--- config.mk ---
export PLATFORM = sky130hd
export DESIGN_NAME = joypad_port_flat
export DESIGN_NICKNAME = d
export VERILOG_FILES = /design/src/hw/nes_bus_pkg.sv /design/src/hw/cpu_bus_if.sv /design/src/hw/joypad_port.sv /design/src/flat_wrapper.sv
export SDC_FILE = /design/constraint.sdc
export NUM_CORES = 1
export LEC_CHECK = 0
export ABC_AREA = 1
export CAP_MARGIN = 25
export CORE_AREA = 5 5 42 44
export DETAILED_ROUTE_END_ITERATION = 8
export DIE_AREA = 0 0 47 49
export DONT_BUFFER_PORTS = 1
export PLACE_DENSITY_LB_ADDON = 0.05
export SLEW_MARGIN = 25
export SYNTH_ARGS = -nofsm -noshare
export SYNTH_HDL_FRONTEND = slang
export SYNTH_SLANG_ARGS = --single-unit
--- constraint.sdc ---
create_clock -name i_clk -period 1.1 [get_ports i_clk]
set_clock_uncertainty 0.05 [all_clocks]
set_input_delay 0.165 -clock i_clk [delete_from_list [all_inputs] [get_ports i_clk]]
set_output_delay 0.165 -clock i_clk [all_outputs]
set_load 0.01 [all_outputs]
--- src/hw/nes_bus_pkg.sv ---
// ##################################################
// nes cpu bus package
// bus types, register map, sizes and state enums.
// ##################################################
`default_nettype none

package nes_bus_pkg;

    typedef logic [15:0] bus_addr_t;
    typedef logic [7:0]  bus_data_t;

    // read is high, as on the 6502 r/w pin.
    typedef enum logic {
        BUS_WRITE = 1'b0,
        BUS_READ  = 1'b1
    } bus_op_e;

    typedef enum logic [1:0] {
        DMA_IDLE,
        DMA_START,
        DMA_READ,
        DMA_WRITE
    } dma_state_e;

    // bit 0 = A, then B, Select, Start, Up, Down, Left, Right.
    typedef logic [7:0] pad_buttons_t;

    localparam bus_addr_t ADDR_OAMADDR   = 16'h2003;
    localparam bus_addr_t ADDR_OAMDATA   = 16'h2004;
    localparam bus_addr_t ADDR_OAMDMA    = 16'h4014;
    localparam bus_addr_t ADDR_JOY1      = 16'h4016;
    localparam bus_addr_t ADDR_JOY2      = 16'h4017;
    localparam bus_addr_t RAM_MIRROR_END = 16'h1FFF;

    localparam int RAM_ADDR_W = 11;
    localparam int OAM_DEPTH  = 256;
    localparam int NUM_PADS   = 2;
    localparam int PAD_BITS   = 8;

endpackage

`default_nettype wire

--- src/hw/cpu_bus_if.sv ---
// ##################################################
// cpu bus request
// one access per cycle from the arbiter to all targets.
// ##################################################
`timescale 1ns/10ps
`default_nettype none

interface cpu_bus_if;
    import nes_bus_pkg::*;

    logic      req_valid;
    bus_addr_t req_addr;
    bus_data_t req_wdata;
    bus_op_e   req_op;

    modport master
    (
        output req_valid,
        output req_addr,
        output req_wdata,
        output req_op
    );

    modport target
    (
        input req_valid,
        input req_addr,
        input req_wdata,
        input req_op
    );

endinterface

`default_nettype wire

--- src/hw/joypad_port.sv ---
// ##################################################
// joypad port
// strobe latch at $4016, pad reads at $4016/$4017.
// ##################################################
`timescale 1ns/10ps
`default_nettype none

module joypad_port
(
    input  wire                             i_clk,
    input  wire                             i_reset_n,
    input  wire [nes_bus_pkg::NUM_PADS-1:0] i_serial,
    cpu_bus_if.target                       bus,
    output logic                            o_strobe,
    output logic [nes_bus_pkg::NUM_PADS-1:0] o_shift,
    output nes_bus_pkg::bus_data_t          o_rdata
);
    import nes_bus_pkg::*;

    logic r_rd_bit;
    logic w_strobe_wr;

    assign w_strobe_wr = bus.req_valid && (bus.req_op == BUS_WRITE)
                         && (bus.req_addr == ADDR_JOY1);

    // pad i sits at $4016 + i.
    always_comb
    begin
        for (int i = 0; i < NUM_PADS; i++)
        begin
            o_shift[i] = bus.req_valid && (bus.req_op == BUS_READ)
                         && (bus.req_addr == bus_addr_t'(ADDR_JOY1 + i));
        end
    end

    always_ff @(posedge i_clk)
    begin
        if (!i_reset_n)
        begin
            o_strobe <= 1'b0;
            r_rd_bit <= 1'b0;
        end
        else
        begin
            if (w_strobe_wr)
                o_strobe <= bus.req_wdata[0];
            // bit of the selected pad, taken before it shifts.
            r_rd_bit <= |(o_shift & i_serial);
        end
    end

    assign o_rdata = {{($bits(bus_data_t) - 1){1'b0}}, r_rd_bit};

endmodule

`default_nettype wire

--- src/flat_wrapper.sv ---
// flat-port wrapper written by rule: the top's interface ports become plain ports
module joypad_port_flat import nes_bus_pkg::*;
  (i_clk, i_reset_n, i_serial, o_strobe, o_shift, o_rdata, bus_req_valid, bus_req_addr, bus_req_wdata, bus_req_op);
  cpu_bus_if bus_i ();
  input  wire i_clk;
  input  wire i_reset_n;
  input  wire [nes_bus_pkg::NUM_PADS-1:0] i_serial;
  output logic o_strobe;
  output logic [nes_bus_pkg::NUM_PADS-1:0] o_shift;
  output nes_bus_pkg::bus_data_t o_rdata;
  input wire logic [$bits(bus_i.req_valid)-1:0] bus_req_valid;
  input wire logic [$bits(bus_i.req_addr)-1:0] bus_req_addr;
  input wire logic [$bits(bus_i.req_wdata)-1:0] bus_req_wdata;
  input wire logic [$bits(bus_i.req_op)-1:0] bus_req_op;
  assign bus_i.req_valid = bus_req_valid;
  assign bus_i.req_addr = bus_req_addr;
  assign bus_i.req_wdata = bus_req_wdata;
  assign bus_i.req_op = bus_req_op;
  joypad_port u_core (.i_clk(i_clk), .i_reset_n(i_reset_n), .i_serial(i_serial), .bus(bus_i), .o_strobe(o_strobe), .o_shift(o_shift), .o_rdata(o_rdata));
endmodule
==> metrics.md <==
| Metric | Value |
|---|---|
| Ratio of cells with drive above 1 in the final layout | `0.309` |
| First-pass GRT wire length | `917 µm` |
| Highest Clock Rate | `0.995 GHz` |
| Number of nets in the layout | `87` |
| Origin of the critical flop-to-flop path | `u_core.o_strobe$_SDFFE_PN0P_` |
| HP Start | `i_reset_n` |
| Die height | `49 µm` |
| Yosys top cell by area | `buf_4` |
| Via count | `275` |
| DIE AREA | `2300 µm²` |
| CP Data Required Time | `0.88 ns` |
| Final non-filler cell total | `71` |
| Routed WL | `679 µm` |
| CTS tree | `built` |
| Max Cap Viol | `0` |
| Top-area cell type share of the netlist area | `0.212` |
| Post-route cell area | `343 µm²` |
| Core Region | `1400 µm²` |
| Worst EP arrival | `0.79 ns` |
| Pin count of the biggest net entering global routing | `5` |
| Fin. Hold Viols | `0` |
| Reg2reg path depth | `4` |
| CTS clk-pin slew, worst paths | `0.03 ns` |
| Endpoint of the worst-slack reg-to-reg timing path | `u_core.o_strobe$_SDFFE_PN0P_` |
| Tot Pwr | `0.000277 W` |
| Final setup viols | `0` |
| Cell Area, Synth | `283 µm²` |
| Pwr dens | `809 nW/µm²` |
| Worst Hold Path EP | `u_core.r_rd_bit$_SDFF_PN0_` |
| Fin util | `0.245` |
| Layout area overhead | `21.2%` |
| Critical-path maximum fanout | `4` |
| Yosys warnings | `0` |
| CTS Root Cell | `clkbuf_4` |
| DR pass1 iterations | `2` |
| Setup bufs post-CTS | `0` |
| All-Layer GR Usage | `0.0583` |
| CP Class | `in -> out` |
| Post-synthesis register bit count | `2` |
| Dpl hpwl | `626 µm` |
| Final period util | `0.913` |
| Fin. max-slew vios | `0` |
| Peak VDD IR | `0.191 mV` |
| Post-DR wirelength/cell | `9.56 µm` |
| Leak | `0.171 nW` |
| Worst hold path type | `in -> reg` |
| GRT overflow | `0` |
| DRT iter0 DRCs | `4` |
| Setup TNS | `0 ns` |
| FF-to-FF setup slack | `0.39 ns` |
| Clk sinks | `2` |
| Post-synth cell types | `15` |
| Vias per Instance | `3.87` |
| Post-Synthesis Cells | `50` |
| # IOs | `41` |
| Total CTS buffers | `3` |
| Minimum clock period | `1.00 ns` |
| Status | `complete, no violations` |
| Initial Util | `0.202` |
| RSZ-0062 raised after global routing | `no` |
| Synth area leaders | `buf_4 21%, nor2_1 15%, dfxtp_1 14%, inv_1 12%, nand2_1 11%` |
| CP Capture Type | `output pin` |
| Layout filler cell count | `178` |
| Htree depth | `1` |
| FF+latch area | `40.0 µm²` |
| Global placement routability congestion | `0.594` |
| Antenna Nets Post-Route | `0` |
| Clock Latency Late Sink | `0.23 ns` |
| Post-synthesis sequential area ratio | `0.142` |
| Crit start category | `input pin` |
| Area of the multi-input gates | `194 µm²` |
| DRC | `0` |
| Clk buf depth | `2` |
| Syn_area_per_cell | `5.66 µm²` |
| Initial antenna violation count | `0` |
| Depth of the worst hold-timing path | `2` |
| Vias in the first global route | `253` |
| Area after DPL | `288 µm²` |
| Chip width | `47 µm` |
| Placed cells | `67` |
| I/O Buffers | `0` |
| Final antenna diode count | `0` |
| FP Rows | `14` |
[worst max-delay path by stage]
stage,slack (ns),startpoint,endpoint
4_1_cts,0.05,bus_req_addr[11],o_shift[0]
2_1_floorplan,0.006,bus_req_addr[11],o_shift[0]
6_report,0.1,bus_req_addr[7],o_shift[0]
3_5_place_dp,-0.002,bus_req_addr[11],o_shift[0]
3_3_place_gp,0.03,bus_req_addr[9],o_shift[0]
5_1_grt,0.01,bus_req_addr[14],o_shift[0]
[cell families after synthesis]
| family | synth area share |
|---|---|
| compound gates | 0.0177 |
| other cells | 0.0133 |
| simple gates | 0.496 |
| flops | 0.142 |
| buf+inv | 0.332 |
[placed cells by master (no fill, tap or decap)]
cell type	n
nand3_2	1
nand4_1	1
buf_4	3
inv_1	8
nand2_2	2
a21oi_1	1
nand2_1	7
nor2_4	1
nor3_1	1
nor2_2	5
conb_1	7
nor4_4	1
nand3_1	1
dlygate4sd3_1	1
nor2_1	9
clkbuf_4	3
dfxtp_1	2
inv_2	1
[cells in the mapped netlist]
master   instances
nor2_1          11
inv_1            9
buf_4            8
nand2_1          8
nor2_2           3
dfxtp_1          2
a21oi_1          1
conb_1           1
nand2_2          1
nand3_1          1
nand3_2          1
nand4_1          1
nor2_4           1
nor3_1           1
nor4_1           1
[where the power goes]
group	internal (W)	switching, W
clock network	0.000120	0.0000417
registers	0.0000731	0.000000000456
logic	0.0000133	0.0000289
total	0.000207	0.0000706
[area by class of cell]
| class | count | share of cell area |
|---|---|---|
| Multi-Input combinational cell | 37 | 0.566 |
| Sequential cell | 2 | 0.117 |
| Inverter | 9 | 0.0985 |
| Timing Repair Buffer | 4 | 0.0949 |
| Clock buffer | 3 | 0.0657 |
| Tap cell | 16 | 0.0584 |
[metrics by stage]
stage | hold slack, ns | setup slack, ns
final | 0.00753 | 0.0952
after global routing | 0.00418 | 0.0112
after CTS | 0.00321 | 0.0481
after detailed placement | 0.239 | -0.00180
after global placement | 0.238 | 0.0314
after floorplan | 0.224 | 0.00623
[flip-flops by register name, summed over array words and instances (netlist names)]
| signal | flops |
|---|---|
| u_core.o_strobe | 1 |
| u_core.r_rd_bit | 1 |
[critical path, stage by stage]
cell and delay [ns]:
nor2_1 0.11, nand2_2 0.11, nor4_4 0.26, buf_4 0.16
[repair_timing]
action / 4_1_cts / 5_1_grt
endpoints found under the hold margin: 1 / 0
setup endpoints to repair: 1 / 2
resized for setup: 1 / 5
hold buffers: 1 / 0
[layer usage]
metal,GRT usage,routed length [µm],vias to the layer above
met5,0,0,-
met4,0.0553,0,0
met3,0.0369,113,0
met2,0.0882,382,16
met1,0.0479,183,113
li1,-,-,146
No activity file was read; power rests on OpenSTA's default activity.
