File: src/hw/nes_bus_pkg.sv
// ##################################################
// nes cpu bus package
// bus types, register map, sizes and state enums.
// ##################################################
`default_nettype none

package nes_bus_pkg;

    typedef logic [15:0] bus_addr_t;
    typedef logic [7:0]  bus_data_t;

    // read is high, as on the 6502 r/w pin.
    typedef enum logic {
        BUS_WRITE = 1'b0,
        BUS_READ  = 1'b1
    } bus_op_e;

    typedef enum logic [1:0] {
        DMA_IDLE,
        DMA_START,
        DMA_READ,
        DMA_WRITE
    } dma_state_e;

    // bit 0 = A, then B, Select, Start, Up, Down, Left, Right.
    typedef logic [7:0] pad_buttons_t;

    localparam bus_addr_t ADDR_OAMADDR   = 16'h2003;
    localparam bus_addr_t ADDR_OAMDATA   = 16'h2004;
    localparam bus_addr_t ADDR_OAMDMA    = 16'h4014;
    localparam bus_addr_t ADDR_JOY1      = 16'h4016;
    localparam bus_addr_t ADDR_JOY2      = 16'h4017;
    localparam bus_addr_t RAM_MIRROR_END = 16'h1FFF;

    localparam int RAM_ADDR_W = 11;
    localparam int OAM_DEPTH  = 256;
    localparam int NUM_PADS   = 2;
    localparam int PAD_BITS   = 8;

endpackage

`default_nettype wire

File: src/hw/cpu_bus_if.sv
// ##################################################
// cpu bus request
// one access per cycle from the arbiter to all targets.
// ##################################################
`timescale 1ns/10ps
`default_nettype none

interface cpu_bus_if;
    import nes_bus_pkg::*;

    logic      req_valid;
    bus_addr_t req_addr;
    bus_data_t req_wdata;
    bus_op_e   req_op;

    modport master
    (
        output req_valid,
        output req_addr,
        output req_wdata,
        output req_op
    );

    modport target
    (
        input req_valid,
        input req_addr,
        input req_wdata,
        input req_op
    );

endinterface

`default_nettype wire

File: src/hw/oam_ram.sv
// ##################################################
// sprite attribute memory
// oamaddr at $2003, data port at $2004.
// ##################################################
`timescale 1ns/10ps
`default_nettype none

module oam_ram
(
    input  wire                     i_clk,
    input  wire                     i_reset_n,
    cpu_bus_if.target               bus,
    output nes_bus_pkg::bus_data_t  o_rdata
);
    import nes_bus_pkg::*;

    bus_data_t                    mem [0:OAM_DEPTH-1];
    logic [$clog2(OAM_DEPTH)-1:0] r_oam_addr;
    bus_data_t                    r_rd_data;
    logic                         r_rd_en;
    logic                         w_addr_wr;
    logic                         w_data_acc;

    assign w_addr_wr  = bus.req_valid && (bus.req_op == BUS_WRITE)
                        && (bus.req_addr == ADDR_OAMADDR);
    assign w_data_acc = bus.req_valid && (bus.req_addr == ADDR_OAMDATA);

    always_ff @(posedge i_clk)
    begin
        if (w_data_acc && (bus.req_op == BUS_WRITE))
            mem[r_oam_addr] <= bus.req_wdata;
        r_rd_data <= mem[r_oam_addr];
    end

    always_ff @(posedge i_clk)
    begin
        if (!i_reset_n)
        begin
            r_oam_addr <= '0;
            r_rd_en    <= 1'b0;
        end
        else
        begin
            if (w_addr_wr)
                r_oam_addr <= bus.req_wdata;
            else if (w_data_acc)
                r_oam_addr <= r_oam_addr + 1'b1;    // wraps at 256.
            r_rd_en <= w_data_acc && (bus.req_op == BUS_READ);
        end
    end

    assign o_rdata = r_rd_en ? r_rd_data : '0;

    // every data port access advances oamaddr, never a $2003 load.
    a_data_port_advances: assert property (@(posedge i_clk) disable iff (!i_reset_n)
        w_data_acc |=> (r_oam_addr == $past(r_oam_addr) + 1'b1));

endmodule

`default_nettype wire

File: src/flat_wrapper.sv
// flat-port wrapper written by rule: the top's interface ports become plain ports
module oam_ram_flat import nes_bus_pkg::*;
  (i_clk, i_reset_n, o_rdata, bus_req_valid, bus_req_addr, bus_req_wdata, bus_req_op);
  cpu_bus_if bus_i ();
  input  wire i_clk;
  input  wire i_reset_n;
  output nes_bus_pkg::bus_data_t o_rdata;
  input wire logic [$bits(bus_i.req_valid)-1:0] bus_req_valid;
  input wire logic [$bits(bus_i.req_addr)-1:0] bus_req_addr;
  input wire logic [$bits(bus_i.req_wdata)-1:0] bus_req_wdata;
  input wire logic [$bits(bus_i.req_op)-1:0] bus_req_op;
  assign bus_i.req_valid = bus_req_valid;
  assign bus_i.req_addr = bus_req_addr;
  assign bus_i.req_wdata = bus_req_wdata;
  assign bus_i.req_op = bus_req_op;
  oam_ram u_core (.i_clk(i_clk), .i_reset_n(i_reset_n), .bus(bus_i), .o_rdata(o_rdata));
endmodule
File: config.mk
export PLATFORM = sky130hd
export DESIGN_NAME = oam_ram_flat
export DESIGN_NICKNAME = d
export VERILOG_FILES = /design/src/hw/nes_bus_pkg.sv /design/src/hw/cpu_bus_if.sv /design/src/hw/oam_ram.sv /design/src/flat_wrapper.sv
export SDC_FILE = /design/constraint.sdc
export NUM_CORES = 2
export LEC_CHECK = 0
export BUFFER_PORTS_ARGS = -buffer_cell sky130_fd_sc_hd__buf_2
export CAP_MARGIN = 40
export CORE_ASPECT_RATIO = 0.7
export CORE_MARGIN = 3
export CORE_UTILIZATION = 31
export CTS_CLUSTER_DIAMETER = 120
export DETAILED_ROUTE_END_ITERATION = 10
export HOLD_SLACK_MARGIN = 0.06
export SLEW_MARGIN = 15
export SYNTH_ARGS = -nofsm -noshare
export SYNTH_HDL_FRONTEND = slang
export SYNTH_SLANG_ARGS = --single-unit
File: constraint.sdc
create_clock -name i_clk -period 4.1 [get_ports i_clk]
set_input_delay 0.82 -clock i_clk [delete_from_list [all_inputs] [get_ports i_clk]]
set_output_delay 0.82 -clock i_clk [all_outputs]
set_load 0.005 [all_outputs]
==> results.md <==
- Overall track demand over capacity in global routing: 0.1554
- Leakage component of the power: 27.56 nW
- Number of ports placed on the die boundary: 36
- First-pass GRT wire length: 297.1 mm
- # H-tree levels: 4
- Number of remaining DRC errors: 0
- Cell accounting for the most synthesized area: edfxtp_1
- Via count: 40150
- FF-to-FF Start: u_core.r_oam_addr[0]
- Wire length per cell after detailed routing: 27.65 um
- Number of core rows: 154
- Number of failing hold endpoints at the final stage: 0
- Number of antenna-violating nets in the routed design: 0
- Outcome: finished, final reports clean
- Die area: 260700 um2
- Highest Clock Rate: 0.2536 GHz
- Yosys cell types: 33
- Clock transition time at the flip-flop clock pins of the worst setup and hold paths: 70 ps
- Iteration-0 DRC count of the detailed router: 5776
- Worst slew margin: 0.2309
- Count of cells along the worst register-to-register path: 8
- Post-cts repair resize count: 0
- Crit share post-route: 0.9616
- Number of placed instances, taps included: 7185
- Synth async-reset ratio: 0
- Avg Synthesized Cell Area: 21.90 um2
- Critical path capture point type: flop
- Crit Path Class: flop to flop
- Worst min path class: primary input to flop
- Initial cell density of the core: 0.3125
- Post-detailed-routing wire length: 207.7 mm
- GP Congestion: 0.8307
- Cell count after synthesis: 3602
- CP peak stage delay: 940 ps
- Origin of the worst setup path: u_core.r_oam_addr[0]
- Worst clock skew: 46.36 ps
- Area fraction of the dominant cell type after synthesis: 0.7796
- Hold buffer count at CTS: 0
- Clock Sinks: 2065
- Number of buffers added by the clock tree synthesis step: 182
- Max-cap violation count: 0
- Critical register-to-register path endpoint: u_core.r_rd_data[2]
- Post-CTS Setup Bufs: 0
- Final cell count without fillers: 7511
- Slowest cell on the critical path: o41ai_1
- Cell occurring most often along the worst timing path: buf_12
- Number of port buffers: 35
- Clock Tree Root: clkbuf_16
- Height of the die: 428.1 um
- Number of warnings printed during yosys synthesis: 0
- Estimated wirelength of the detail-placed design: 128.1 mm
- Pin count of the biggest net entering global routing: 137
- Worst endpoint data arrival time: 4630 ps
- CTS tree: yes
- Setup Viol. Count Final: 0
- Vias in the first global route: 39440
- Syn Nets: 3634
- Worst slew pin tran: 1154 ps
- Post-synthesis cell area: 78880 um2
- Clk_lat worst skew: 820 ps
- CP startpoint kind: flop
- Unrepaired setup endpoints after global routing: false
- Top cells by area, synth: edfxtp_1 (78%), mux4_2 (15%), a22oi_1 (2.4%)
- Synthesized flop and latch total: 2065
- Core ar.: 252400 um2
- Fin nets: 4049
- Power per cell area: 442.0 nW/um2
- End point of the critical path: u_core.r_rd_data[2]
- Ranking of synthesized cells by instance count: edfxtp_1 (2048), mux4_2 (512), nor2_1 (276)
- Residual overflow from global routing: 0
- Highest ir drop seen on vdd: 0.3160 mV
- Ratio of cells with drive above 1 in the final layout: 0.2976
- Proportion of synthesized chip area in sequential cells: 0.7839
- Required time reported for the critical path endpoint: 4790 ps
- Vias per std cell: 5.346
- Critical path depth in cells: 8
- Initial antenna violation count: 8
- Ys flop type: edfxtp_1
- Worst R2R Setup Slack: 160 ps
- Area overhead of the layout relative to synthesis: 16.67%
- Number of buffers on the longest clock path: 4
- Width of the die: 608.9 um
- Minimum clock period: 3943 ps
- Most frequent cell after synthesis: edfxtp_1
- Post-synth EDFFs: 2048
- Total buffers and inverters traversed by the critical path: 3
- Cell class contributing the biggest share of worst-path delay: compound AO/OA/AOI/OAI gates
- CP Cell Sequence: buf_12 > buf_12 > mux4_2 > a22oi_1 > a21oi_1 > o41ai_1 > buf_4 > nand4_1
- Critical path fanouts, max: 27
- 1st-pass router iterations: 6
- Final Slew Violations: 0
- Sum Neg Setup Slack: 0 ps
## how the worst min path moves through the flow
stage	start	endpoint	slack (ps)	cells past startpoint
6_report	i_reset_n	u_core.r_rd_en	270	2
2_1_floorplan	u_core.r_oam_addr[3]	u_core.r_oam_addr[3]	580	2
3_3_place_gp	u_core.r_oam_addr[6]	u_core.r_oam_addr[7]	700	2
5_1_grt	i_reset_n	u_core.r_rd_en	250	2
3_5_place_dp	u_core.r_oam_addr[2]	u_core.r_oam_addr[2]	700	2
4_1_cts	i_reset_n	u_core.r_rd_en	220	2
## area by class of cell
cell class | count | area [um2]
antenna | 1 | 2.502
clock inverter | 97 | 934.6
timing repair buffer | 458 | 4069
sequential | 2065 | 61850
inverter | 6 | 22.52
multi-input combinational | 1304 | 16140
tap | 3354 | 4197
fill | 22850 | 160400
clock buffer | 226 | 4826
## layout by cell type (no fill, tap or decap), drive strengths merged, types with 17 or more instances in the layout
master  Yosys  routed
edfxtp   2048    2048
mux4      512     512
buf        78     457
nor2      277     277
a22oi     256     256
clkbuf    149     227
a21oi     128     128
clkinv      0      70
o41ai      32      32
nand3      25      25
bufinv      0      18
dfxtp      17      17
## sequential cells by signal, indices dropped and copies added, names as in the netlist
name               count
u_core.r_oam_addr      8
u_core.r_rd_data       8
u_core.mem          2048
u_core.r_rd_en         1
## metal layers
metal  vias to the layer above  global-route usage  share of wire
li1                      16070                   -              -
met1                     21580              0.2479           0.45
met2                      2280              0.2154           0.42
met3                       225             0.03680           0.11
met4                         0             0.02622          0.015
met5                         -                   0              0
## worst reg2reg max path, stage by stage, from the launching register on
cell and delay (ps):
dfxtp_4 870, buf_12 340, buf_12 270, mux4_2 570
a22oi_1 240, a21oi_1 290, o41ai_1 940, buf_4 230
nand4_1 80
## cell families after synthesis
group,count (synthesis),synth area share
compound gates,427,0.03712
xor+xnor,5,0.0005551
fa+ha+maj,4,0.0006345
buf+inv,233,0.01291
flops,2065,0.7839
mux,512,0.1462
simple gates,356,0.01868
## per-stage QoR
stage               cell area [um2]  total power [mW]  setup slack (ps)  utilization  hold slack, ps
floorplan                     78880             23.65             995.9            -           584.3
global placement              86110             24.08             305.3       0.3411           696.0
detailed placement            86240             24.10             333.3       0.3417           699.6
CTS                           92000             40.98             303.9       0.3645           223.8
global route                  92030             41.85             129.6       0.3646           248.8
finish                        92030             40.68             157.4       0.3646           268.6
## power breakdown
part | switching, mW | leakage [nW] | internal (mW)
Sequential | 0.00000913 | 18.5 | 23.2
Clock | 7.56 | 2.80 | 9.49
Combinational | 0.396 | 6.22 | 0.0546
Total | 7.96 | 27.6 | 32.7
(Power assumes the default switching activity.)
