--- config.mk ---
export PLATFORM = sky130hd
export DESIGN_NAME = joypad_shifter
export DESIGN_NICKNAME = d
export VERILOG_FILES = /design/src/hw/nes_bus_pkg.sv /design/src/hw/joypad_shifter.sv
export SDC_FILE = /design/constraint.sdc
export NUM_CORES = 1
export LEC_CHECK = 0
export ABC_CLOCK_PERIOD_IN_PS = 1200
export BUFFER_PORTS_ARGS = -buffer_cell sky130_fd_sc_hd__buf_2
export CAP_MARGIN = 20
export CORE_AREA = 4 4 41 43
export CTS_CLUSTER_DIAMETER = 50
export DETAILED_ROUTE_END_ITERATION = 12
export DIE_AREA = 0 0 45 47
export PLACE_DENSITY_LB_ADDON = 0.2
export SLEW_MARGIN = 10
export SYNTH_ARGS = -nofsm -noshare
export SYNTH_HDL_FRONTEND = slang
export SYNTH_SLANG_ARGS = --single-unit
--- constraint.sdc ---
create_clock -name i_clk -period 1.2 [get_ports i_clk]
set_input_delay 0.12 -clock i_clk [delete_from_list [all_inputs] [get_ports i_clk]]
set_output_delay 0.12 -clock i_clk [all_outputs]
set_load 0.05 [all_outputs]
--- src/hw/nes_bus_pkg.sv ---
// ##################################################
// nes cpu bus package
// bus types, register map, sizes and state enums.
// ##################################################
`default_nettype none

package nes_bus_pkg;

    typedef logic [15:0] bus_addr_t;
    typedef logic [7:0]  bus_data_t;

    // read is high, as on the 6502 r/w pin.
    typedef enum logic {
        BUS_WRITE = 1'b0,
        BUS_READ  = 1'b1
    } bus_op_e;

    typedef enum logic [1:0] {
        DMA_IDLE,
        DMA_START,
        DMA_READ,
        DMA_WRITE
    } dma_state_e;

    // bit 0 = A, then B, Select, Start, Up, Down, Left, Right.
    typedef logic [7:0] pad_buttons_t;

    localparam bus_addr_t ADDR_OAMADDR   = 16'h2003;
    localparam bus_addr_t ADDR_OAMDATA   = 16'h2004;
    localparam bus_addr_t ADDR_OAMDMA    = 16'h4014;
    localparam bus_addr_t ADDR_JOY1      = 16'h4016;
    localparam bus_addr_t ADDR_JOY2      = 16'h4017;
    localparam bus_addr_t RAM_MIRROR_END = 16'h1FFF;

    localparam int RAM_ADDR_W = 11;
    localparam int OAM_DEPTH  = 256;
    localparam int NUM_PADS   = 2;
    localparam int PAD_BITS   = 8;

endpackage

`default_nettype wire

--- src/hw/joypad_shifter.sv ---
// ##################################################
// joypad shifter
// standard pad, 8 buttons out serially.
// ##################################################
`timescale 1ns/10ps
`default_nettype none

module joypad_shifter
(
    input  wire                         i_clk,
    input  wire                         i_strobe,
    input  wire                         i_shift,
    input  wire nes_bus_pkg::pad_buttons_t i_buttons,
    output logic                        o_serial
);
    import nes_bus_pkg::*;

    pad_buttons_t r_shift;

    always_ff @(posedge i_clk)
    begin
        if (i_strobe)
            r_shift <= i_buttons;
        else if (i_shift)
            r_shift <= {1'b1, r_shift[PAD_BITS-1:1]};   // ones after Right.
    end

    // while strobed the pad shows live A.
    assign o_serial = i_strobe ? i_buttons[0] : r_shift[0];

endmodule

`default_nettype wire

==> run_results.csv, run 1 <==
group,metric,value,unit
floorplan,core_area,1300,µm²
timing,rsz0062_at_grt,"true",
power_and_ir_drop,power_switching,0.143,mW
finish,fin_util,37.7,%
hold_path,hold_path.class,"in -> reg",
power_and_ir_drop,seqPwrFrac,53.2,%
placed_design,port_buffers,11,
cts,tritoncts,"built",
timing,finalCritPeriodShare,97.4,%
synthesis,syn_nets,30,
timing,worst_slew_pin_slew,0.348,ns
power_and_ir_drop,clkPwrFrac,31.3,%
timing,fin_crit,1.17,ns
floorplan,die_w,45,µm
timing,drv_slew,0,
global_routing,grt_pass1_vias,242,
cts,cts-buffers-inserted,3,
cts,cts-root-buf,"clkbuf_4",
global_routing,grt_use_total,7.67,%
power_and_ir_drop,p_int,0.522,mW
placed_design,place_congestion,0.664,
critical_path,crit_family,"flip-flops",
critical_path,cp.arrival,1.05,ns
timing,relSlewSlack,76.8,%
synthesis,syn_area,384,µm²
finish,top_register,"r_shift",
routing,final_antenna_net_count,0,
global_routing,antenna_found_initial,0,
global_routing,use_met3,4.60,%
critical_path,critPathMaxFanout,1,
global_routing,gr-usage-met2,11.0,%
power_and_ir_drop,power_density,1360,nW/µm²
routing,wirelength,668,µm
floorplan,pin_count,12,
critical_path,end_kind,"output pin",
global_routing,overflow,0,
critical_path,cp_slowest_cell,"edfxtp_1",
critical_path,cp_data_required_time,1.08,ns
critical_path,slowest_delay,0.37,ns
power_and_ir_drop,netSwitchingFraction,21.5,%
finish,drive_gt1_share,70.6,%
timing,finalSetupViolations,0,
power_and_ir_drop,pwr-share-comb,15.6,%
cts,cts.clk_slew.worst_paths,0.06,ns
finish,largest_registers,"r_shift: 8 flops",
critical_path,path_buf_inv,1,
synthesis,synthCells,19,
critical_path,startpoint_type,"flop",
critical_path,crit_chain,"mux2_4 -> buf_6",
floorplan,die_area,2120,µm²
routing,drc_errors,0,
critical_path,crit_type,"reg -> out",
routing,routed_via_density,4.31,
global_routing,grt_max_degree,9,
global_routing,top_usage_layer,"met2",
power_and_ir_drop,leakage,0.219,nW
job,maxCapViolCount,0,
routing,firstDrtPassIters,2,
routing,drt_iter0_drc,1,
routing,wire_per_inst,13.6,µm
synthesis,ys_seq_area_share,62.5,%
cts,clk-insertion-delay-late,0.25,ns
finish,fin_nets,47,
power_and_ir_drop,peakVddDrop,0.000488,V
timing,max_freq,855,MHz
floorplan,fp.dieH,47,µm
cts,clock_path_buffers,2,
finish,largest_register_ffs,8,
finish,diodes,0,
synthesis,ys_warn_count,0,
synthesis,synth_cell_types,5,
cts,numClockSinks,8,
floorplan,row_count,13,
synthesis,ys_seq_elements,8,
routing,num_vias,211,
global_routing,grt_pass1_wl,1020,µm
floorplan,start_util,29.5,%
cts,cts-htree-levels,1,
global_routing,grt_util_met1,7.75,%
timing,tns,0,ns
timing,hold_viol_final,0,
timing,skew,0.00260,ns
run_status,status,"finished clean",
synthesis,syn_avg_cell_area,20.2,µm²
finish,area_growth,27.7,%
## cell type report
| type | instances | area, µm² |
|---|---|---|
| Tap cell | 15 | 18.8 |
| Timing Repair Buffer | 13 | 76.3 |
| Sequential cell | 8 | 240 |
| Fill cell | 133 | 811 |
| Clock buffer | 3 | 22.5 |
| Multi-Input combinational cell | 10 | 133 |
## layout by cell type, fill, tap and decap left out
master and count:
edfxtp_1 8, clkbuf_4 3, nand2b_1 1, buf_2 10, buf_4 2, mux2_4 8
or2_1 1, buf_6 1
## path summary, 6_finish.rpt
| path | from | to | slack [ns] | depth (start not counted) |
|---|---|---|---|---|
| setup / recovery | r_shift[0] | o_serial | 0.03 | 2 |
| hold / removal | i_buttons[7] | r_shift[7] | 0.13 | 2 |
| setup reg to reg | r_shift[1] | r_shift[0] | 0.28 | 1 |
| hold reg to reg | r_shift[3] | r_shift[2] | 0.55 | 1 |
## per-layer routing
layer  routed length (µm)  share of wire (%)  up-vias
li1                     -                  -      103
met1                  278                 42       95
met2                  302                 45       11
met3                   71                 11        2
met4                   17                2.5        0
met5                    0                  0        -
## power groups by stage
stage | Clock [mW] | Combinational [mW] | Sequential, mW
final | 0.208 | 0.103 | 0.353
after global routing | 0.238 | 0.111 | 0.355
after CTS | 0.224 | 0.106 | 0.354
after detailed placement | 0 | 0.100 | 0.359
after floorplan | 0 | 0.0731 | 0.354
after global placement | 0 | 0.0973 | 0.358
## kinds of logic after synthesis
logic type	count (synthesis)	synth area share [%]
buffers and inverters	1	2.93
multiplexers	8	31.3
flip-flops	8	62.5
AND/OR/NAND/NOR	2	3.26
## synthesized netlist by cell type
cell type,number,area (µm²)
buf_6,1,11.3
mux2_4,8,120
edfxtp_1,8,240
or2_1,1,6.26
nand2b_1,1,6.26
## through the flow
step | power, mW | std cells | area, µm² | hold WS, ns | worst slack (ns)
after floorplan | 0.427 | 19 | 384 | 0.298 | 0.344
after global placement | 0.455 | 46 | 462 | 0.380 | 0.207
after global routing | 0.705 | 49 | 490 | 0.133 | -0.0181
final | 0.665 | 49 | 490 | 0.134 | 0.0306
after detailed placement | 0.459 | 46 | 462 | 0.415 | 0.190
after CTS | 0.684 | 49 | 490 | 0.127 | 0.00811
## repair_timing
action	in CTS	in global routing
hold buffers	0	0
setup endpoints to repair	1	1
gates resized for setup	2	0
endpoints found under the hold margin	0	0
setup buffers	0	0
Note: power is estimated with default switching activity, not from simulation.
==> run 2: changes to the inputs <==
--- a/config.mk
+++ b/config.mk
@@ -5,7 +5,7 @@
 export SDC_FILE = /design/constraint.sdc
 export NUM_CORES = 1
 export LEC_CHECK = 0
-export ABC_CLOCK_PERIOD_IN_PS = 1200
+export ABC_CLOCK_PERIOD_IN_PS = 1000
 export BUFFER_PORTS_ARGS = -buffer_cell sky130_fd_sc_hd__buf_2
 export CAP_MARGIN = 20
 export CORE_AREA = 4 4 41 43
==> constraint.sdc (replaced) <==
create_clock -name i_clk -period 1 [get_ports i_clk]
set_input_delay 0.1 -clock i_clk [delete_from_list [all_inputs] [get_ports i_clk]]
set_output_delay 0.1 -clock i_clk [all_outputs]
set_load 0.05 [all_outputs]
==> run_results.csv, run 2 (same netlist as run 1, synthesis figures left out) <==
group,metric,value,unit
routing,firstDrtPassIters,2,
cts,numClockSinks,8,
timing,holdWs,0.112,ns
placed_design,dp_hpwl,485,µm
timing,worst_slew_pin_slew,0.328,ns
cts,cts-buffers-inserted,3,
timing,relSlewSlack,78.2,%
critical_path,startpoint_type,"flop",
routing,num_vias,210,
timing,finalCritPeriodShare,115,%
critical_path,r2r_slack,0.11,ns
global_routing,overflow,0,
timing,layout_setup_ws,-0.149,ns
routing,routed_via_density,4.20,
timing,rsz0062_at_grt,"true",
power_and_ir_drop,power_density,1590,nW/µm²
finish,regArea,240,µm²
critical_path,critPathMaxFanout,1,
hold_path,hold_path.class,"in -> reg",
critical_path,r2r_end,"r_shift[6]",
cts,cts-htree-levels,1,
critical_path,cp-endpoint,"o_serial",
finish,drive_gt1_share,71.4,%
floorplan,die_w,45,µm
finish,fill_cells,140,
finish,final_common_cell,"buf_2",
timing,tns,-0.149,ns
finish,top_register,"r_shift",
routing,drt_iter0_drc,6,
global_routing,grt_use_total,6.89,%
global_routing,antenna_found_initial,0,
placed_design,port_buffers,11,
finish,largest_register_ffs,8,
power_and_ir_drop,peakVddDrop,0.000733,V
cts,cts.clk_slew.worst_paths,0.06,ns
routing,drc_errors,0,
timing,fin_crit,1.15,ns
cts,clk-insertion-delay-late,0.25,ns
cts,postCtsHoldBufs,0,
critical_path,cp.arrival,1.05,ns
finish,area_growth,29.6,%
timing,finalSetupViolations,1,
critical_path,startpoint,"r_shift[0]",
routing,final_antenna_net_count,0,
finish,final_cell_mix,"10 x buf_2, 8 x mux2_4, 8 x edfxtp_1",
timing,hold_viol_final,0,
timing,max_freq,870,MHz
global_routing,grt_pass1_wl,959,µm
cts,cts-root-buf,"clkbuf_4",
floorplan,row_count,13,
floorplan,start_util,29.5,%
run_status,violations,"setup timing",
routing,wire_per_inst,12.2,µm
finish,multi_input_area,133,µm²
floorplan,pin_count,12,
power_and_ir_drop,leakage,0.224,nW
critical_path,reg2reg_depth,1,
cts,clock_path_buffers,2,
placed_design,place_congestion,0.650,
critical_path,end_kind,"output pin",
floorplan,core_area,1300,µm²
cts,postCtsSetupBuffers,0,
job,maxCapViolCount,0,
global_routing,grt_pass1_vias,223,
floorplan,fp.dieH,47,µm
critical_path,r2r-start,"r_shift[7]",
timing,skew,0.00359,ns
floorplan,die_area,2120,µm²
finish,diodes,0,
finish,largest_registers,"r_shift: 8 flops",
critical_path,crit_type,"reg -> out",
routing,wirelength,612,µm
run_status,status,"finished with violations",
timing,drv_slew,0,
finish,fin_nets,48,
cts,tritoncts,"built",
global_routing,grt_max_degree,9,
critical_path,cp_data_required_time,0.90,ns
==> run 2: timing repair <==
item / CTS / global route
resized for setup: 2 / 0
endpoints found under the hold margin: 0 / 0
setup endpoints to repair: 1 / 1
==> run 2: cell type report <==
| cell class | count | share of cell area, % |
|---|---|---|
| clock buffers | 3 | 4.52 |
| multi-input cells | 10 | 26.6 |
| flip-flops and latches | 8 | 48.2 |
| well taps | 15 | 3.77 |
| repair buffers | 14 | 16.8 |
==> run 2: per-layer routing <==
metal | wire length [µm] | vias up | share of wire (%) | track usage, %
li1 | - | 104 | - | -
met1 | 271 | 97 | 44 | 8.04
met2 | 279 | 9 | 46 | 9.32
met3 | 62 | 0 | 10 | 3.83
met4 | 0 | 0 | 0 | 5.26
met5 | 0 | - | 0 | 0
==> run 2: worst min-delay path by stage <==
stage	slack, ns	end	start	cells after the start
after floorplan	0.28	r_shift[7]	i_buttons[7]	1
after global placement	0.36	r_shift[7]	i_buttons[7]	2
after detailed placement	0.36	r_shift[7]	i_buttons[7]	2
after CTS	0.10	r_shift[7]	i_buttons[7]	2
after global routing	0.12	r_shift[7]	i_buttons[7]	2
final	0.11	r_shift[7]	i_buttons[7]	2
==> run 2: power breakdown <==
group,total (mW),switching [mW],internal (mW),leakage [nW]
Sequential,0.422,0.0100,0.412,0.0807
Combinational,0.127,0.0485,0.0790,0.130
Clock,0.242,0.105,0.137,0.0138
Total,0.792,0.164,0.628,0.224
==> run 2: metrics by stage <==
stage          area [µm²]  cells  setup WS [ns]  utilization, %  power, mW
5_1_grt               498     50         -0.192            38.3      0.826
4_1_cts               498     50         -0.172            38.3      0.803
2_1_floorplan         384     19          0.150               -      0.512
3_5_place_dp          469     47         0.0497            36.1      0.553
6_report              498     50         -0.149            38.3      0.792
3_3_place_gp          469     47         0.0592            36.1      0.550
==> run 2: worst max-delay path, cell delays in order, from the launching register on <==
cell,delay [ns]
edfxtp_1,0.37
mux2_4,0.28
buf_6,0.15
