===== src/hw/nes_bus_pkg.sv =====
// ##################################################
// nes cpu bus package
// bus types, register map, sizes and state enums.
// ##################################################
`default_nettype none

package nes_bus_pkg;

    typedef logic [15:0] bus_addr_t;
    typedef logic [7:0]  bus_data_t;

    // read is high, as on the 6502 r/w pin.
    typedef enum logic {
        BUS_WRITE = 1'b0,
        BUS_READ  = 1'b1
    } bus_op_e;

    typedef enum logic [1:0] {
        DMA_IDLE,
        DMA_START,
        DMA_READ,
        DMA_WRITE
    } dma_state_e;

    // bit 0 = A, then B, Select, Start, Up, Down, Left, Right.
    typedef logic [7:0] pad_buttons_t;

    localparam bus_addr_t ADDR_OAMADDR   = 16'h2003;
    localparam bus_addr_t ADDR_OAMDATA   = 16'h2004;
    localparam bus_addr_t ADDR_OAMDMA    = 16'h4014;
    localparam bus_addr_t ADDR_JOY1      = 16'h4016;
    localparam bus_addr_t ADDR_JOY2      = 16'h4017;
    localparam bus_addr_t RAM_MIRROR_END = 16'h1FFF;

    localparam int RAM_ADDR_W = 11;
    localparam int OAM_DEPTH  = 256;
    localparam int NUM_PADS   = 2;
    localparam int PAD_BITS   = 8;

endpackage

`default_nettype wire


===== src/hw/cpu_bus_if.sv =====
// ##################################################
// cpu bus request
// one access per cycle from the arbiter to all targets.
// ##################################################
`timescale 1ns/10ps
`default_nettype none

interface cpu_bus_if;
    import nes_bus_pkg::*;

    logic      req_valid;
    bus_addr_t req_addr;
    bus_data_t req_wdata;
    bus_op_e   req_op;

    modport master
    (
        output req_valid,
        output req_addr,
        output req_wdata,
        output req_op
    );

    modport target
    (
        input req_valid,
        input req_addr,
        input req_wdata,
        input req_op
    );

endinterface

`default_nettype wire


===== src/hw/oam_dma_arbiter.sv =====
// ##################################################
// oam dma arbiter
// picks cpu or dma as bus owner, runs the $4014 copy
// and returns merged read data to the cpu.
// ##################################################
`timescale 1ns/10ps
`default_nettype none

module oam_dma_arbiter
(
    input  wire                     i_clk,
    input  wire                     i_reset_n,
    input  wire                     i_cpu_valid,
    input  wire nes_bus_pkg::bus_addr_t i_cpu_addr,
    input  wire nes_bus_pkg::bus_data_t i_cpu_wdata,
    input  wire nes_bus_pkg::bus_op_e   i_cpu_op,
    input  wire nes_bus_pkg::bus_data_t i_ram_rdata,
    input  wire nes_bus_pkg::bus_data_t i_oam_rdata,
    input  wire nes_bus_pkg::bus_data_t i_pad_rdata,
    cpu_bus_if.master               bus,
    output nes_bus_pkg::bus_data_t  o_cpu_rdata,
    output logic                    o_cpu_stall
);
    import nes_bus_pkg::*;

    dma_state_e r_state;
    logic [7:0] r_dma_page;
    logic [7:0] r_dma_cnt;
    logic       r_cpu_rd_pending;
    bus_data_t  r_cpu_rdata;
    logic [9:0] r_dma_accesses;
    logic       w_cpu_go;
    logic       w_dma_trig;
    bus_data_t  w_rd_merged;

    assign w_cpu_go    = i_cpu_valid && (r_state == DMA_IDLE);
    assign w_dma_trig  = w_cpu_go && (i_cpu_op == BUS_WRITE) && (i_cpu_addr == ADDR_OAMDMA);
    // unselected targets return zero.
    assign w_rd_merged = i_ram_rdata | i_oam_rdata | i_pad_rdata;
    assign o_cpu_stall = (r_state != DMA_IDLE);

    always_comb
    begin
        bus.req_valid = 1'b0;
        bus.req_addr  = i_cpu_addr;
        bus.req_wdata = i_cpu_wdata;
        bus.req_op    = i_cpu_op;
        case (r_state)
        DMA_IDLE:
        begin
            // the $4014 write stays inside the arbiter.
            bus.req_valid = w_cpu_go && !w_dma_trig;
        end
        DMA_READ:
        begin
            bus.req_valid = 1'b1;
            bus.req_addr  = {r_dma_page, r_dma_cnt};
            bus.req_wdata = '0;
            bus.req_op    = BUS_READ;
        end
        DMA_WRITE:
        begin
            // ram returns the byte one cycle after the read.
            bus.req_valid = 1'b1;
            bus.req_addr  = ADDR_OAMDATA;
            bus.req_wdata = w_rd_merged;
            bus.req_op    = BUS_WRITE;
        end
        default:
        begin
            bus.req_addr  = '0;
        end
        endcase
    end

    always_ff @(posedge i_clk)
    begin
        if (!i_reset_n)
        begin
            r_state    <= DMA_IDLE;
            r_dma_page <= '0;
            r_dma_cnt  <= '0;
        end
        else
        begin
            case (r_state)
            DMA_IDLE:
            begin
                if (w_dma_trig)
                begin
                    r_dma_page <= i_cpu_wdata;
                    r_state    <= DMA_START;
                end
            end
            DMA_START:
            begin
                r_dma_cnt <= '0;
                r_state   <= DMA_READ;
            end
            DMA_READ:
            begin
                r_state <= DMA_WRITE;
            end
            DMA_WRITE:
            begin
                r_dma_cnt <= r_dma_cnt + 8'd1;
                if (r_dma_cnt == 8'hff)
                    r_state <= DMA_IDLE;
                else
                    r_state <= DMA_READ;
            end
            default:
            begin
                r_state <= DMA_IDLE;
            end
            endcase
        end
    end

    // cpu read data, held until the next cpu read returns.
    always_ff @(posedge i_clk)
    begin
        if (!i_reset_n)
        begin
            r_cpu_rd_pending <= 1'b0;
            r_cpu_rdata      <= '0;
        end
        else
        begin
            r_cpu_rd_pending <= w_cpu_go && (i_cpu_op == BUS_READ);
            if (r_cpu_rd_pending)
                r_cpu_rdata <= w_rd_merged;
        end
    end

    assign o_cpu_rdata = r_cpu_rd_pending ? w_rd_merged : r_cpu_rdata;

    // bus accesses made during one dma.
    always_ff @(posedge i_clk)
    begin
        if (!i_reset_n)
            r_dma_accesses <= '0;
        else if (r_state == DMA_START)
            r_dma_accesses <= '0;
        else if (o_cpu_stall && bus.req_valid)
            r_dma_accesses <= r_dma_accesses + 10'd1;
    end

    // while stalled the bus carries only dma traffic.
    a_no_cpu_during_stall: assert property (@(posedge i_clk) disable iff (!i_reset_n)
        (o_cpu_stall && bus.req_valid) |->
            ((bus.req_op == BUS_READ) ? (bus.req_addr[15:8] == r_dma_page)
                                      : (bus.req_addr == ADDR_OAMDATA)));

    // one read and one write per byte, 256 bytes.
    a_dma_access_count: assert property (@(posedge i_clk) disable iff (!i_reset_n)
        $fell(o_cpu_stall) |-> (r_dma_accesses == 10'd512));

endmodule

`default_nettype wire


===== src/flat_wrapper.sv =====
// flat-port wrapper written by rule: the top's interface ports become plain ports
module oam_dma_arbiter_flat import nes_bus_pkg::*;
  (i_clk, i_reset_n, i_cpu_valid, i_cpu_addr, i_cpu_wdata, i_cpu_op, i_ram_rdata, i_oam_rdata, i_pad_rdata, o_cpu_rdata, o_cpu_stall, bus_req_valid, bus_req_addr, bus_req_wdata, bus_req_op);
  cpu_bus_if bus_i ();
  input  wire i_clk;
  input  wire i_reset_n;
  input  wire i_cpu_valid;
  input  wire nes_bus_pkg::bus_addr_t i_cpu_addr;
  input  wire nes_bus_pkg::bus_data_t i_cpu_wdata;
  input  wire nes_bus_pkg::bus_op_e i_cpu_op;
  input  wire nes_bus_pkg::bus_data_t i_ram_rdata;
  input  wire nes_bus_pkg::bus_data_t i_oam_rdata;
  input  wire nes_bus_pkg::bus_data_t i_pad_rdata;
  output nes_bus_pkg::bus_data_t o_cpu_rdata;
  output logic o_cpu_stall;
  output wire logic [$bits(bus_i.req_valid)-1:0] bus_req_valid;
  output wire logic [$bits(bus_i.req_addr)-1:0] bus_req_addr;
  output wire logic [$bits(bus_i.req_wdata)-1:0] bus_req_wdata;
  output wire logic [$bits(bus_i.req_op)-1:0] bus_req_op;
  assign bus_req_valid = bus_i.req_valid;
  assign bus_req_addr = bus_i.req_addr;
  assign bus_req_wdata = bus_i.req_wdata;
  assign bus_req_op = bus_i.req_op;
  oam_dma_arbiter u_core (.i_clk(i_clk), .i_reset_n(i_reset_n), .i_cpu_valid(i_cpu_valid), .i_cpu_addr(i_cpu_addr), .i_cpu_wdata(i_cpu_wdata), .i_cpu_op(i_cpu_op), .i_ram_rdata(i_ram_rdata), .i_oam_rdata(i_oam_rdata), .i_pad_rdata(i_pad_rdata), .bus(bus_i), .o_cpu_rdata(o_cpu_rdata), .o_cpu_stall(o_cpu_stall));
endmodule

===== config.mk =====
export PLATFORM = sky130hd
export DESIGN_NAME = oam_dma_arbiter_flat
export DESIGN_NICKNAME = d
export VERILOG_FILES = /design/src/hw/nes_bus_pkg.sv /design/src/hw/cpu_bus_if.sv /design/src/hw/oam_dma_arbiter.sv /design/src/flat_wrapper.sv
export SDC_FILE = /design/constraint.sdc
export NUM_CORES = 1
export LEC_CHECK = 0
export BUFFER_PORTS_ARGS = -buffer_cell sky130_fd_sc_hd__buf_2
export CORE_ASPECT_RATIO = 1.25
export CORE_MARGIN = 5
export CORE_UTILIZATION = 43
export CTS_CLUSTER_DIAMETER = 120
export CTS_CLUSTER_SIZE = 28
export DETAILED_ROUTE_END_ITERATION = 6
export PLACE_DENSITY_LB_ADDON = 0.15
export REMOVE_ABC_BUFFERS = 1
export SLEW_MARGIN = 0
export SYNTH_ARGS = -nofsm -noshare
export SYNTH_HDL_FRONTEND = slang
export SYNTH_SLANG_ARGS = --single-unit

===== constraint.sdc =====
create_clock -name i_clk -period 1.5 [get_ports i_clk]
set_clock_uncertainty 0.1 [all_clocks]
set_input_delay 0.3 -clock i_clk [delete_from_list [all_inputs] [get_ports i_clk]]
set_output_delay 0.3 -clock i_clk [all_outputs]
set_load 0.03 [all_outputs]

==> impl_metrics.yaml, run 1 <==
status:
  run_status: "finished, violations left"
  violations: "setup timing"
cells_and_area:
  mostFrequentLayoutCells: "buf_2, nand2_1, dfxtp_1"
  nets: 349
  layout-drive-gt1-share_pct: 51.5
  fin_area_mm2: 0.00256
  fin_cells: 334
  synthToLayoutAreaGrowth_pct: 70.7
  final_common_cell: "buf_2"
  antenna_cells: 0
synthesis:
  ys.warnings.count: 0
  synth.avg_cell_area_um2: 7.69
  synth-edff-count: 0
  synthSimpleGateAreaFrac_pct: 28.1
  synth-compound-area-share_pct: 10.8
  synth_top_family_by_area: "simple AND/OR/NAND/NOR gates"
  synthMuxAreaShare_pct: 14.7
  ys_seq_area_share_pct: 36.0
  yosys_most_used_dff: "dfxtp_1"
  synth_xor_xnor_area_share_pct: 2.92
  synth_fa_ha_area_share_pct: 0.834
  synth_area_mm2: 0.00150
  synth_cell_types: 32
  synthCells: 195
  ys_ff_latch: 27
  async_flop_share_pct: 0
routing:
  firstDrtPassIters: 4
  via_per_inst: 5.21
  drc_errors: 0
  wl_per_cell_um: 14.9
  drt_iter0_drc: 73
  antenna_left: 0
  vias: 1740
  routed_wl_um: 4990
power:
  fin_total_pwr_mw: 1.61
  powerDensity_mw_per_mm2: 628
  leakagePower_nw: 1.12
  ir_worst_vdd_uv: 546
timing:
  hold_violations: 0
  worst_slack_ns: -0.240
  final.setup.tns_ns: -4.30
  max_slew_margin_pct: 66.8
  tightest_slew_ns: 0.494
  fin_crit_sh_pct: 116
  rsz0062_at_grt: "true"
  setup_viol: 34
  slew_viol_final: 0
  fmax_mhz: 575
  post-route-min-period_ns: 1.74
placed_design:
  place_worst_setup_slack_ns: -0.287
  dp_hpwl_um: 3310
  dpl-instance-area_mm2: 0.00205
  dp_cells: 322
  io_buffers: 86
  place_congestion: 0.851
critical_path:
  worstPathArrival_ns: 1.34
  critPathMaxStageDelay_ns: 0.41
  crit_path_top_delay_cell: "dfxtp_4"
  cp_max_fo: 7
  path_class: "reg -> out"
  required_ns: 1.10
  cp_num_buf_inv: 2
  path_delay_family: "flip-flops"
  rrSetupSlack_ns: 0
  critical_path.cell_chain: "buf_4 -> mux2i_1 -> nor2_1 -> buf_2"
  critPathCaptureType: "primary output"
  worstSetupStartpointType: "flip-flop"
clocking:
  clkTransAtPathRegs_ns: 0.09
  cts_tree: "built"
  clk_path_buf_depth: 2
  root_buffer: "clkbuf_8"
  clock_sinks: 27
  htree_levels: 1
  clock_latency_ns: 0.27
  cts_buffers: 3
  hold_buffers: 0
global_route:
  grt_pass1_wl_um: 7680
  grt_use_total_pct: 19.1
  grt_max_degree: 17
  first_global_vias: 1824
  gr-total-overflow: 0
  antenna_found_initial: 0
floorplan:
  io_pins: 87
  initial_core_util_pct: 43.8
  die_area_mm2: 0.00478
  num_rows: 24
  die_h_um: 76.0
  die_w_um: 62.8
  core_area_mm2: 0.00342
job:
  drv_cap: 0
worst_hold_path:
  min_path_type: "in -> reg"
power by group:
part	total [mW]	internal (mW)	switching (mW)
Clock	0.412	0.190	0.222
Sequential	0.736	0.725	0.0114
Combinational	0.461	0.203	0.257
Total	1.61	1.12	0.491
state kept, by name (all words and copies together), names as in the netlist:
name	count
u_core.r_state	2
u_core.r_cpu_rdata	8
u_core.r_dma_cnt	8
u_core.r_cpu_rd_pending	1
u_core.r_dma_page	8
layer usage:
layer,global-route usage (%),part of all wire [%],vias to the layer above,wire [µm]
li1,-,-,867,-
met1,20.5,39,814,1930
met4,5.31,0.28,0,14
met2,36.7,55,57,2760
met5,0,0,-,0
met3,4.13,5.7,2,286
tightest hold or removal path, cell delays in order:
cell	delay, ns
buf_2	0.11
nand2_1	0.05
mux2i_1	0.05
logic make-up (layout without fill, tap and decap cells):
group                      Yosys count  after routing
and+or+nand+nor                     90             90
buffers and inverters               23            123
muxes                               22             22
DFF                                 27             27
xor gates and xnor gates             5              5
adders and majority gates            1              1
AOI/OAI and AO/OA                   27             27
what timing repair did:
action / in CTS / in global routing
gates resized for setup: 89 / 18
setup endpoints to repair: 36 / 38
cloned: 1 / 0
setup buffers: 4 / 3
pin swaps: 14 / 3
layout make-up:
cell class                      count  area [µm²]
Multi-Input combinational cell    145        1090
Fill cell                         283         862
Timing Repair Buffer              108         777
Sequential cell                    27         552
Inverter                           11        48.8
Tap cell                           39        48.8
Clock buffer                        4        45.0
cell usage after synthesis, types with 2 or more instances:
master    count  share of area [%]
nand3b_1      2                1.0
dfxtp_1      27                 36
a21oi_1      10                3.3
nor2_1       31                7.8
clkbuf_1      5                1.3
a21boi_0      2                1.0
inv_1        11                2.8
and2_1        8                3.3
nor4_1        2               0.83
mux2i_1      22                 15
nand2_1      28                7.0
o22ai_1       8                3.3
buf_2         5                1.7
nor3_1        8                2.7
nand4_1       4                1.7
xor2_1        4                2.3
o21ai_0       3                1.0
stage by stage:
step | hold slack, ns | utilization [%]
final | 0.179 | 74.8
after global routing | 0.175 | 74.8
after CTS | 0.173 | 71.5
after detailed placement | 0.349 | 59.9
after global placement | 0.343 | 59.9
after floorplan | 0.319 | -
worst paths after layout:
| path | start | to | cells past startpoint |
|---|---|---|---|
| min | i_cpu_wdata[4] | u_core.r_dma_page[4] | 3 |
| max | u_core.r_state[1] | bus_req_addr[10] | 4 |
| min reg2reg | u_core.r_dma_page[5] | u_core.r_dma_page[5] | 2 |
| max reg2reg | u_core.r_state[0] | u_core.r_dma_cnt[7] | 6 |
(Power assumes the default switching activity.)
==> run 2: changes to the inputs <==
==> constraint.sdc (replaced) <==
create_clock -name i_clk -period 1.7 [get_ports i_clk]
set_clock_uncertainty 0.1 [all_clocks]
set_input_delay 0.34 -clock i_clk [delete_from_list [all_inputs] [get_ports i_clk]]
set_output_delay 0.34 -clock i_clk [all_outputs]
set_load 0.03 [all_outputs]
==> run 2 against run 1 <==
- the flow still finishes with violations (setup timing)
- count of clock-buffer cells in the layout is the same
- routed wire length shrank 12%
- register-to-register slack gained 0.21 ns
- worst setup slack gained 0.17 ns
- first-iteration DRC count shrank 11%
- cell count shrank 2.1%
- power shrank 16%
==> impl_metrics.yaml, run 2 (same netlist as run 1, synthesis figures left out) <==
status:
  run_status: "finished, violations left"
  violations: "setup timing"
global_route:
  grt_pass1_wl_um: 7110
  gr-total-overflow: 0
  grt_max_degree: 23
  antenna_found_initial: 0
  grt_use_total_pct: 17.7
  first_global_vias: 1653
placed_design:
  place_worst_setup_slack_ns: -0.172
  place_congestion: 0.893
  io_buffers: 86
  dp_hpwl_um: 3440
critical_path:
  critical_path.cell_chain: "buf_6 -> nor4_4 -> nand2_1 -> nor3_2 -> o21bai_1 -> buf_4"
  crit_path_top_delay_cell: "nor4_4"
  cp_num_buf_inv: 2
  critPathCaptureType: "primary output"
  path_class: "in -> out"
  path_delay_family: "simple AND/OR/NAND/NOR gates"
  critPathMaxStageDelay_ns: 0.29
  required_ns: 1.26
  cp_max_fo: 2
  worstSetupStartpointType: "input pin"
  worstPathArrival_ns: 1.33
power:
  leakagePower_nw: 1.03
  ir_worst_vdd_uv: 411
  powerDensity_mw_per_mm2: 612
timing:
  fmax_mhz: 565
  hold_violations: 0
  worst_slack_ns: -0.0701
  rsz0062_at_grt: "true"
  tightest_slew_ns: 0.441
  slew_viol_final: 0
  post-route-min-period_ns: 1.77
  setup_viol: 10
  fin_crit_sh_pct: 104
  max_slew_margin_pct: 70.4
routing:
  vias: 1656
  drt_iter0_drc: 65
  routed_wl_um: 4390
  firstDrtPassIters: 4
  wl_per_cell_um: 13.4
  via_per_inst: 5.06
  drc_errors: 0
  antenna_left: 0
floorplan:
  core_area_mm2: 0.00342
  initial_core_util_pct: 43.8
  die_area_mm2: 0.00478
  die_h_um: 76.0
  die_w_um: 62.8
  num_rows: 24
  io_pins: 87
clocking:
  clock_latency_ns: 0.27
  hold_buffers: 0
  root_buffer: "clkbuf_8"
  clk_path_buf_depth: 2
  clock_sinks: 27
  cts_tree: "built"
  cts_buffers: 3
  htree_levels: 1
  clkTransAtPathRegs_ns: 0.09
cells_and_area:
  synthToLayoutAreaGrowth_pct: 47.0
  top_regs: "u_core.r_cpu_rdata (8), u_core.r_dma_cnt (8), u_core.r_dma_page (8)"
  mostFrequentLayoutCells: "buf_2, nor2_1, nand2_1"
  antenna_cells: 0
  fillers: 335
  layout-drive-gt1-share_pct: 39.2
  final_common_cell: "buf_2"
  multiInputGateArea_um2: 892
  register_area_um2: 548
  nets: 342
  fin_util_pct: 64.4
job:
  drv_cap: 0
worst_hold_path:
  min_path_type: "in -> reg"
## run 2: cell count changes in the layout (fill, tap and decap cells not counted), sizes merged
cell | before | now
clkbuf | 4 | 12
buf | 108 | 93
## run 2: power breakdown
part / internal [mW] / switching (mW) / total (mW)
combinational: 0.137 / 0.200 / 0.337
sequential: 0.640 / 0.00341 / 0.643
clock: 0.168 / 0.201 / 0.368
total: 0.945 / 0.404 / 1.35
## run 2: worst paths after layout
kind / start / to / slack [ns] / cells past startpoint
max reg2reg: u_core.r_state[0] / u_core.r_dma_cnt[7] / 0.21 / 5
min reg2reg: u_core.r_dma_page[4] / u_core.r_dma_page[4] / 0.36 / 2
max: i_cpu_addr[11] / bus_req_valid / -0.07 / 6
min: i_cpu_wdata[7] / u_core.r_dma_page[7] / 0.22 / 3
## run 2: cell type report
| class | instances | share of cell area (%) |
|---|---|---|
| clock buffer | 4 | 2.04 |
| inverter | 11 | 1.87 |
| multi-input combinational | 145 | 40.5 |
| sequential | 27 | 24.9 |
| tap | 39 | 2.21 |
| timing repair buffer | 101 | 28.5 |
## run 2: per-layer routing
| metal | vias to the layer above | track usage, % | wire, µm |
|---|---|---|---|
| met1 | 753 | 20.5 | 1800 |
| met5 | - | 0 | 0 |
| met4 | 0 | 5.73 | 56 |
| li1 | 842 | - | - |
| met2 | 55 | 31.3 | 2230 |
| met3 | 6 | 4.28 | 302 |
## run 2: what timing repair did
action / 4_1_cts / 5_1_grt
gates resized for setup: 21 / 26
buffers inserted: 0 / 1
endpoints found under the setup margin: 26 / 33
pin swaps: 6 / 0
gates cloned: 0 / 1
## run 2: worst min-delay path: cells and delay by family
kind | cells | cell delay, ns
simple gates | 1 | 0.05
mux | 1 | 0.05
buf+inv | 1 | 0.10
## run 2: stage by stage
stage	instance area (µm²)	power [mW]	hold slack (ns)	setup TNS, ns	instances
floorplan	1440	0.831	0.334	-15.22	183
global placement	2020	0.967	0.343	-0.386	321
detailed placement	2020	0.969	0.351	-0.476	321
CTS	2140	1.34	0.212	-0.311	325
global route	2200	1.41	0.227	-1.57	327
finish	2200	1.35	0.215	-0.249	327
